`src/hw/uart_pkg.sv`:
```
// UART shared constants

`default_nettype none

package uart_pkg;

    // frame and register widths
    localparam int DATA_BITS = 8;
    localparam int DIV_W     = 11;
    localparam int CFG_W     = 16;
    localparam int ST_W      = 3;

    localparam logic [DIV_W-1:0] RESET_DIV = 11'd1250;  // clocks per bit after reset
    localparam logic [DIV_W-1:0] MIN_DIV   = 11'd4;     // keeps half-bit wait nonzero

    // config register map
    localparam logic ADDR_DIV = 1'b0;
    localparam logic ADDR_PAR = 1'b1;  // bit0 enable, bit1 odd

    // transmitter states
    localparam logic [ST_W-1:0] TX_IDLE   = 3'b001;
    localparam logic [ST_W-1:0] TX_START  = 3'b010;
    localparam logic [ST_W-1:0] TX_DATA   = 3'b011;
    localparam logic [ST_W-1:0] TX_STOP   = 3'b100;
    localparam logic [ST_W-1:0] TX_CLEAN  = 3'b101;
    localparam logic [ST_W-1:0] TX_PARITY = 3'b110;

    // receiver states
    localparam logic [ST_W-1:0] RX_IDLE   = 3'b000;
    localparam logic [ST_W-1:0] RX_START  = 3'b001;
    localparam logic [ST_W-1:0] RX_DATA   = 3'b010;
    localparam logic [ST_W-1:0] RX_PARITY = 3'b011;
    localparam logic [ST_W-1:0] RX_STOP   = 3'b100;

endpackage

`default_nettype wire
```
`src/hw/uart_top.sv`:
```
// UART core top level

`timescale 1ns/100ps
`default_nettype none

module uart_top import uart_pkg::*; (
    input  logic                 clk,
    input  logic                 nRst,
    input  logic                 cfg_wr,
    input  logic                 cfg_addr,
    input  logic [CFG_W-1:0]     cfg_wdata,
    input  logic                 tx_start,
    input  logic [DATA_BITS-1:0] tx_byte,
    output logic                 tx_ready,
    output logic                 tx_serial,
    input  logic                 rx_serial,
    output logic                 rx_valid,
    output logic [DATA_BITS-1:0] rx_byte,
    output logic                 parity_err,
    output logic                 frame_err
);

    logic [DIV_W-1:0] clks_per_bit;
    logic             parity_en;
    logic             parity_odd;

    uart_cfg u_cfg (
        .clk          (clk),
        .nRst         (nRst),
        .cfg_wr       (cfg_wr),
        .cfg_addr     (cfg_addr),
        .cfg_wdata    (cfg_wdata),
        .clks_per_bit (clks_per_bit),
        .parity_en    (parity_en),
        .parity_odd   (parity_odd)
    );

    uart_tx u_tx (
        .clk          (clk),
        .nRst         (nRst),
        .tx_start     (tx_start),
        .tx_byte      (tx_byte),
        .clks_per_bit (clks_per_bit),
        .parity_en    (parity_en),
        .parity_odd   (parity_odd),
        .tx_ready     (tx_ready),
        .tx_serial    (tx_serial)
    );

    uart_rx u_rx (
        .clk          (clk),
        .nRst         (nRst),
        .rx_serial    (rx_serial),
        .clks_per_bit (clks_per_bit),
        .parity_en    (parity_en),
        .parity_odd   (parity_odd),
        .rx_valid     (rx_valid),
        .rx_byte      (rx_byte),
        .parity_err   (parity_err),
        .frame_err    (frame_err)
    );

endmodule

`default_nettype wire

```
`src/hw/uart_rx.sv`:
```
// UART frame receiver

`timescale 1ns/100ps
`default_nettype none

module uart_rx import uart_pkg::*; (
    input  logic                 clk,
    input  logic                 nRst,
    input  logic                 rx_serial,
    input  logic [DIV_W-1:0]     clks_per_bit,
    input  logic                 parity_en,
    input  logic                 parity_odd,
    output logic                 rx_valid,
    output logic [DATA_BITS-1:0] rx_byte,
    output logic                 parity_err,
    output logic                 frame_err
);

    logic                 rx_meta;
    logic                 rx_sync;
    logic                 rx_prev;
    logic                 fall;
    logic [ST_W-1:0]      state;
    logic [DIV_W-1:0]     clk_cnt;
    logic [DIV_W-1:0]     limit;
    logic                 bit_end;
    logic [2:0]           bit_idx;
    logic [DIV_W-1:0]     div_q;
    logic                 par_en_q;
    logic                 par_odd_q;
    logic                 par_bit_q;
    logic [DATA_BITS-1:0] shreg;
    logic                 stop_hit;

    // two-flop synchronizer plus edge history
    always_ff @(posedge clk or negedge nRst) begin
        if (!nRst) begin
            rx_meta <= 1'b1;
            rx_sync <= 1'b1;
            rx_prev <= 1'b1;
        end else begin
            rx_meta <= rx_serial;
            rx_sync <= rx_meta;
            rx_prev <= rx_sync;
        end
    end

    assign fall     = rx_prev & ~rx_sync;
    assign limit    = (state == RX_START) ? (div_q >> 1) - 1'b1 : div_q - 1'b1;
    assign bit_end  = (clk_cnt == limit);
    assign stop_hit = (state == RX_STOP) & bit_end;

    always_ff @(posedge clk or negedge nRst) begin
        if (!nRst) begin
            clk_cnt <= '0;
        end else if (state == RX_IDLE || bit_end) begin
            clk_cnt <= '0;
        end else begin
            clk_cnt <= clk_cnt + 1'b1;
        end
    end

    always_ff @(posedge clk or negedge nRst) begin
        if (!nRst) begin
            state     <= RX_IDLE;
            bit_idx   <= '0;
            div_q     <= RESET_DIV;
            par_en_q  <= 1'b0;
            par_odd_q <= 1'b0;
        end else begin
            case (state)
                RX_IDLE: begin
                    bit_idx <= '0;
                    if (fall) begin
                        state     <= RX_START;
                        div_q     <= clks_per_bit;
                        par_en_q  <= parity_en;
                        par_odd_q <= parity_odd;
                    end
                end
                RX_START: begin
                    if (bit_end) state <= rx_sync ? RX_IDLE : RX_DATA;  // glitch check
                end
                RX_DATA: begin
                    if (bit_end) begin
                        bit_idx <= bit_idx + 1'b1;
                        if (bit_idx == 3'(DATA_BITS - 1)) begin
                            state <= par_en_q ? RX_PARITY : RX_STOP;
                        end
                    end
                end
                RX_PARITY: begin
                    if (bit_end) state <= RX_STOP;
                end
                RX_STOP: begin
                    if (bit_end) state <= RX_IDLE;
                end
                default: begin
                    state <= RX_IDLE;
                end
            endcase
        end
    end

    // mid-bit samples
    always_ff @(posedge clk) begin
        if (state == RX_DATA && bit_end) shreg <= {rx_sync, shreg[DATA_BITS-1:1]};
        if (state == RX_PARITY && bit_end) par_bit_q <= rx_sync;
        if (stop_hit) rx_byte <= shreg;
    end

    always_ff @(posedge clk or negedge nRst) begin
        if (!nRst) begin
            rx_valid   <= 1'b0;
            parity_err <= 1'b0;
            frame_err  <= 1'b0;
        end else begin
            rx_valid <= stop_hit;
            if (stop_hit) begin
                parity_err <= par_en_q & (^shreg ^ par_bit_q ^ par_odd_q);
                frame_err  <= ~rx_sync;  // stop bit must be high
            end
        end
    end

endmodule

`default_nettype wire

```
`src/hw/uart_tx.sv`:
```
// UART frame transmitter

`timescale 1ns/100ps
`default_nettype none

module uart_tx import uart_pkg::*; (
    input  logic                 clk,
    input  logic                 nRst,
    input  logic                 tx_start,
    input  logic [DATA_BITS-1:0] tx_byte,
    input  logic [DIV_W-1:0]     clks_per_bit,
    input  logic                 parity_en,
    input  logic                 parity_odd,
    output logic                 tx_ready,
    output logic                 tx_serial
);

    logic [ST_W-1:0]      state;
    logic [DIV_W-1:0]     clk_cnt;
    logic [2:0]           bit_idx;
    logic [DIV_W-1:0]     div_q;
    logic                 par_en_q;
    logic                 par_odd_q;
    logic [DATA_BITS-1:0] data_q;
    logic                 accept;
    logic                 bit_end;
    logic                 par_bit;

    assign tx_ready = (state == TX_IDLE);
    assign accept   = tx_ready & tx_start;
    assign bit_end  = (clk_cnt == div_q - 1'b1);
    assign par_bit  = ^data_q ^ par_odd_q;  // even unless odd selected

    // bit-time counter
    always_ff @(posedge clk or negedge nRst) begin
        if (!nRst) begin
            clk_cnt <= '0;
        end else if (state == TX_IDLE || state == TX_CLEAN || bit_end) begin
            clk_cnt <= '0;
        end else begin
            clk_cnt <= clk_cnt + 1'b1;
        end
    end

    always_ff @(posedge clk or negedge nRst) begin
        if (!nRst) begin
            state     <= TX_IDLE;
            bit_idx   <= '0;
            div_q     <= RESET_DIV;
            par_en_q  <= 1'b0;
            par_odd_q <= 1'b0;
        end else begin
            case (state)
                TX_IDLE: begin
                    bit_idx <= '0;
                    if (tx_start) begin
                        state     <= TX_START;
                        div_q     <= clks_per_bit;  // config frozen for this frame
                        par_en_q  <= parity_en;
                        par_odd_q <= parity_odd;
                    end
                end
                TX_START: begin
                    if (bit_end) state <= TX_DATA;
                end
                TX_DATA: begin
                    if (bit_end) begin
                        bit_idx <= bit_idx + 1'b1;
                        if (bit_idx == 3'(DATA_BITS - 1)) begin
                            state <= par_en_q ? TX_PARITY : TX_STOP;
                        end
                    end
                end
                TX_PARITY: begin
                    if (bit_end) state <= TX_STOP;
                end
                TX_STOP: begin
                    if (bit_end) state <= TX_CLEAN;  // full stop bit
                end
                TX_CLEAN: begin
                    state <= TX_IDLE;
                end
                default: begin
                    state <= TX_IDLE;
                end
            endcase
        end
    end

    always_ff @(posedge clk) begin
        if (accept) data_q <= tx_byte;
    end

    always_comb begin
        case (state)
            TX_START:  tx_serial = 1'b0;
            TX_DATA:   tx_serial = data_q[bit_idx];  // LSB first
            TX_PARITY: tx_serial = par_bit;
            default:   tx_serial = 1'b1;
        endcase
    end

endmodule

`default_nettype wire

```
`src/hw/uart_cfg.sv`:
```
// UART configuration registers

`timescale 1ns/100ps
`default_nettype none

module uart_cfg import uart_pkg::*; (
    input  logic             clk,
    input  logic             nRst,
    input  logic             cfg_wr,
    input  logic             cfg_addr,
    input  logic [CFG_W-1:0] cfg_wdata,
    output logic [DIV_W-1:0] clks_per_bit,
    output logic             parity_en,
    output logic             parity_odd
);

    logic [DIV_W-1:0] div_in;
    logic [DIV_W-1:0] div_clamped;

    assign div_in      = cfg_wdata[DIV_W-1:0];
    assign div_clamped = (div_in < MIN_DIV) ? MIN_DIV : div_in;  // floor at MIN_DIV

    always_ff @(posedge clk or negedge nRst) begin
        if (!nRst) begin
            clks_per_bit <= RESET_DIV;
            parity_en    <= 1'b0;
            parity_odd   <= 1'b0;
        end else if (cfg_wr) begin
            case (cfg_addr)
                ADDR_DIV: begin
                    clks_per_bit <= div_clamped;
                end
                ADDR_PAR: begin
                    parity_en  <= cfg_wdata[0];
                    parity_odd <= cfg_wdata[1];
                end
                default: begin
                    clks_per_bit <= clks_per_bit;
                end
            endcase
        end
    end

endmodule

`default_nettype wire

```
`config.mk`:
```
export PLATFORM = sky130hd
export DESIGN_NAME = uart_top
export DESIGN_NICKNAME = d
export VERILOG_FILES = /design/src/hw/uart_pkg.sv /design/src/hw/uart_top.sv /design/src/hw/uart_rx.sv /design/src/hw/uart_tx.sv /design/src/hw/uart_cfg.sv
export SDC_FILE = /design/constraint.sdc
export NUM_CORES = 1
export LEC_CHECK = 0
export BUFFER_PORTS_ARGS = -buffer_cell sky130_fd_sc_hd__buf_2
export CORE_UTILIZATION = 35
export DETAILED_ROUTE_END_ITERATION = 12
export GPL_TIMING_DRIVEN = 0
export HOLD_SLACK_MARGIN = 0.02
export PLACE_DENSITY = 0.49
export SLEW_MARGIN = 20
export SYNTH_ARGS = -nofsm -noshare
export SYNTH_HDL_FRONTEND = slang
export SYNTH_SLANG_ARGS = --single-unit
```
`constraint.sdc`:
```
create_clock -name clk -period 6.6 [get_ports clk]
set_input_delay 1.32 -clock clk [delete_from_list [all_inputs] [get_ports clk]]
set_output_delay 1.32 -clock clk [all_outputs]
set_load 0.005 [all_outputs]
```
---- Word-level counts from Yosys, hierarchy flattened ----
Cells that the tools add are included.
operators by class
  add/subtract/negate cells ............... 7
  magnitude comparators ................... 2
  eq/ne operators ......................... 26
  mux-type cells .......................... 28
  bitwise operators ....................... 9
  reductions and logical operators ........ 18
operator list
  kind                                                   count
  two-way mux 3 bit                                      15
  two-way mux 11 bit                                     4
  one-hot mux 3 bit (5 select lines)                     2
  adder 11 x 1 -> 11 bit, second input constant          2
  == test 11 bit                                         2
  inequality test 2 x 1 -> 1 bit, second input constant  11
  subtractor 11 x 1 -> 11 bit, second input constant     2
  == test 3 bit, second input constant                   6
  XOR reduction 8 bit                                    2
  == test 3 x 2 -> 1 bit, second input constant          4
  one-hot mux 3 bit (2 select lines)                     2
  AND reduction 2 bit                                    6
  AND reduction 6 bit                                    2
  < comparator 11 x 3 -> 1 bit, second input constant    1
  subtractor 10 x 1 -> 11 bit, second input constant     1
  adder 3 x 1 -> 3 bit, second input constant            2
  == test 3 x 1 -> 1 bit, second input constant          2
  bitwise AND 1 bit                                      4
  < comparator 3 x 4 -> 1 bit, second input constant     1
  two-way mux 2 bit                                      2
  nonzero test 2 bit                                     2
  binary-select mux 1 bit (select 3 bit)                 1
  logical NOT 3 bit                                      1
  logical OR 1 bit                                       3
  6 further kinds                                        10
storage, ports and cells
  register bits ........................... 104
  output and inout port bits .............. 13
  word-level logic and storage cells ...... 115

---- Depth between registers and ports, before layout ----
  depth in word-level cells ............... 5
  depth in mapped cells ................... 16
  gate-level depth less buffers ........... 11

---- Hierarchy ----
A second synthesis with hierarchy kept.
second synthesis, totals
  cell total of the unflattened synthesis .. 515
  area, all modules ....................... 5587.9 um^2
modules (own cells, without submodules)
  module    instances  cells each  area each (um^2)  seq. area each (um^2)
  uart_rx   1          258         2915.3            1421.4
  uart_tx   1          201         2129.5            998.5
  uart_cfg  1          56          543.0             331.6

---- Least setup slack after synthesis ----
Ideal clock, no wire load.
  kind .................................... flip-flop to flip-flop
  from .................................... register u_rx.state[2]
  to ...................................... register u_rx.shreg[0] (enable)
  data arrival time ....................... 3.001 ns
  data required time ...................... 6.268 ns
  setup slack ............................. 3.267 ns
  stages on the path, launching flop included .. 14
  buffers on the path ..................... 3
  clock period less this slack ............ 3.333 ns
  cells stage by stage .................... dfrtp_1 -> clkbuf_2 -> nor3b_2 -> buf_4 -> mux2i_1 -> ha_1 -> buf_1 -> nand2b_1 -> a221oi_1 -> o22ai_1 -> xnor2_1 -> o21bai_1 -> and4bb_2 -> and3_1
on the way
  cells in the longest elaborated chain, start to end .. 4
  elaborated cells on any way between the ends .. 5
ends and longest elaborated chain
  item                    RTL line        RTL
  from (decl)             uart_rx.sv:23   logic [ST_W-1:0] state;
  from (signal assigned)  uart_rx.sv:82   if (bit_end) state <= rx_sync ? RX_IDLE : RX_DATA;
  from (signal assigned)  uart_rx.sv:88   state <= par_en_q ? RX_PARITY : RX_STOP;
  == test 3 x 1 -> 1 bit  uart_rx.sv:49   assign limit = (state == RX_START) ? (div_q >> 1) - 1'b1 : div_q - 1'b1;
  two-way mux 11 bit      uart_rx.sv:49
  == test 11 bit          uart_rx.sv:50   assign bit_end = (clk_cnt == limit);
  logical AND 1 bit *     uart_rx.sv:107  if (state == RX_DATA && bit_end) shreg <= {rx_sync, shreg[DATA_BITS-1:1]};
  to (signal assigned)    uart_rx.sv:107
  to (decl)               uart_rx.sv:32   logic [DATA_BITS-1:0] shreg;
Every way passes the cells marked *; elsewhere a longest branch is shown, timed or not.
A chain may end at the register's enable or synchronous reset.

---- Worst setup path after layout ----
  from .................................... register u_rx.state[2]
  to ...................................... register u_rx.shreg[5] (enable)
Same word-level chain as after synthesis.

==> flow_metrics.tcl <==
set metrics [dict create \
    holdCritStartpoint "u_rx.rx_meta" \
    die_w_um 128 \
    ctsHoldBuffers 0 \
    die_h_um 128 \
    hold_viol 0 \
    ys_async_sr_fraction_pct 76.0 \
    cp-start-kind "flip-flop" \
    die-area_mm2 0.0163 \
    tightest_slew_ns 0.921 \
    syn_area_mm2 0.00554 \
    cts_resized 0 \
    io_buffers 37 \
    grt.total_usage_pct 15.2 \
    clkSlewWorstSetupHoldPaths_ns 0.07 \
    setup_viol 0 \
    final_core_util_pct 41.4 \
    fmaxAchievable_mhz 258 \
    drive_gt1_share_pct 27.1 \
    place_hpwl_um 8410 \
    slew_viol_final 0 \
    grt_first_pass_wirelength_um 19300 \
    yosys-top-cells-area "dfrtp_1, edfxtp_1, dfstp_2" \
    relSlewSlack_pct 38.6 \
    synth_flop_cell "dfrtp_1" \
    power.leakage_nw 2.63 \
    grt_overflow 0 \
    cp-end-kind "flip-flop" \
    first_pass_iters 4 \
    synthCells 478 \
    start_util_pct 36.2 \
    rsz0062_at_grt "no" \
    synth.avg_cell_area_um2 11.6 \
    synth_top_cell_area_share_pct 27.1 \
    grt_pass1_vias 3740 \
    worstSetupPathType "reg2reg" \
    hold_path_class "reg2reg" \
    cts_setup_buffers 0 \
    wl_per_cell_um 15.5 \
    cts_tree "built" \
    period_needed_ns 3.87 \
    detail_route.vias_per_cell 5.04 \
    ir_worst_vdd_uv 153 \
    drt_iter0_markers 193 \
    p_per_area_mw_per_mm2 424 \
    worstSetupStartpoint "u_rx.state[2]" \
    fin_setup_tns_ns 0 \
    finalWeightedCongestion 0.790 \
    finalHoldWorstSlack_ns 0.363 \
    r2r_start "u_rx.state[2]" \
    ioPinCount 43 \
    status "completed" \
    cap_violations 0 \
    synth_nets 516 \
    drc_errors 0 \
    core_mm2 0.0153 \
    std_cell_rows 45 \
    worstPathArrival_ns 3.88 \
    ys_top_cells_by_count "dfrtp_1, xnor2_1, mux2_2, nor2_1, nand2_1" \
    num_vias 3746 \
    yosys.area.top_type "dfrtp_1" \
    ys_ff_latch 104 \
    clkLatencyLatePin_ns 0.34 \
    nNetsFinal 565 \
    yosysMostFrequentCell "dfrtp_1" \
    numCtsBuffers 9 \
    fin_total_pwr_mw 2.69 \
    synth_cell_types 72 \
    postRouteAntennaNets 0 \
    syn2layout_area_growth_pct 14.3 \
    antenna_found_initial 0 \
    n_antenna_cell 0 \
    crit_path_max_fanout 10 \
    max-clock-path-buffers 2 \
    synth_edf_count 25 \
    finalCritPeriodShare_pct 58.6 \
    required_ns 6.61 \
    yosysSeqAreaShare_pct 49.6 \
    clockRootBuffer "clkbuf_16" \
    yosysWarnings 0 \
    wirelength_um 11500 \
    fin_skew_ns 0.00628 \
    h-tree-depth 3 \
    cts_sinks 104 \
    grt_max_degree 57 \
]
-- worst max-delay path, stage by stage (launching register included) --
cell	delay, ns
dfrtp_1	0.37
clkbuf_2	0.17
nor3b_2	0.34
buf_4	0.27
mux2i_1	0.29
ha_1	0.19
buf_1	0.30
nand2b_1	0.12
a221oi_1	0.25
o22ai_1	0.15
xnor2_1	0.18
o21bai_1	0.16
and4bb_2	0.33
and3_1	0.40
-- logic make-up (layout without fill, tap and decap cells) --
family                     after synthesis  count (layout)  synth area share [%]
AOI/OAI and AO/OA                       63              63                  9.25
muxes                                   46              46                  9.52
DFF                                    104             104                  49.6
adders and majority gates                9               9                  1.99
buffers and inverters                   35              89                  3.29
xor gates and xnor gates                61              61                  9.64
and+or+nand+nor                        160             160                  16.7
-- cell type report --
class,count,area [um2]
plain buffers,22,134
clock buffers,13,269
clock inverters,3,46.3
fillers,1519,8980
inverters,13,48.8
multi-input cells,339,2610
flip-flops and latches,104,2750
well taps,211,264
repair buffers,38,215
-- state kept, by name (all words and copies together), names as in the netlist, 3 cells and up --
signal	cells
u_rx.shreg	8
u_rx.rx_byte	8
u_tx.data_q	8
u_rx.clk_cnt	11
u_rx.bit_idx	3
u_tx.clk_cnt	11
u_cfg.clks_per_bit	11
u_tx.state	3
u_tx.bit_idx	3
u_rx.state	3
u_rx.div_q	11
u_tx.div_q	11
-- routing by layer --
metal | track usage [%] | part of all wire (%) | vias up
li1 | - | - | 1833
met1 | 21.0 | 50 | 1846
met2 | 24.1 | 46 | 59
met3 | 2.75 | 2.4 | 8
met4 | 5.12 | 1.1 | 0
met5 | 0 | 0 | -
-- cell usage in the layout (no fill, tap or decap), types with 3 or more instances in the layout --
master and instances:
a21oi_1 11, a22o_1 4, a31oi_1 3, and2_1 3, and3_1 11, buf_2 39
buf_4 3, buf_6 3, clkbuf_1 11, clkbuf_16 10, dfrtp_1 60, dfstp_2 19
edfxtp_1 25, ha_1 8, inv_1 13, mux2_2 34, mux2i_1 10, nand2_1 27
nand2b_1 4, nand3_1 21, nand4_1 9, nor2_1 34, nor2b_1 5, nor3_1 7
nor3_2 10, nor3b_1 5, nor4_1 5, o211ai_1 5, o21ai_0 12, xnor2_1 39
xor2_1 22
-- where the power goes --
group,internal [mW],switching [mW],total [mW]
logic,0.533,0.586,1.12
clock network,0.328,0.238,0.566
registers,0.821,0.185,1.01
-- stage by stage --
| step | setup slack, ns | instance area [um2] | instances |
|---|---|---|---|
| floorplan | 3.27 | 5540 | 478 |
| global placement | 2.74 | 5990 | 726 |
| detailed placement | 2.71 | 6020 | 727 |
| CTS | 2.70 | 6340 | 743 |
| global route | 2.44 | 6340 | 743 |
| finish | 2.73 | 6340 | 743 |
-- worst paths after layout --
path	endpoint	slack, ns	cells after the start
max	u_rx.shreg[5]	2.73	13
min in group asynchronous	u_rx.clk_cnt[10]	0.89	1
max in group asynchronous	u_tx.state[0]	5.08	2
max reg2reg	u_rx.shreg[5]	2.73	13
min	u_rx.rx_sync	0.36	0
min reg2reg	u_rx.rx_sync	0.36	0
No activity file was read; power rests on OpenSTA's default activity.
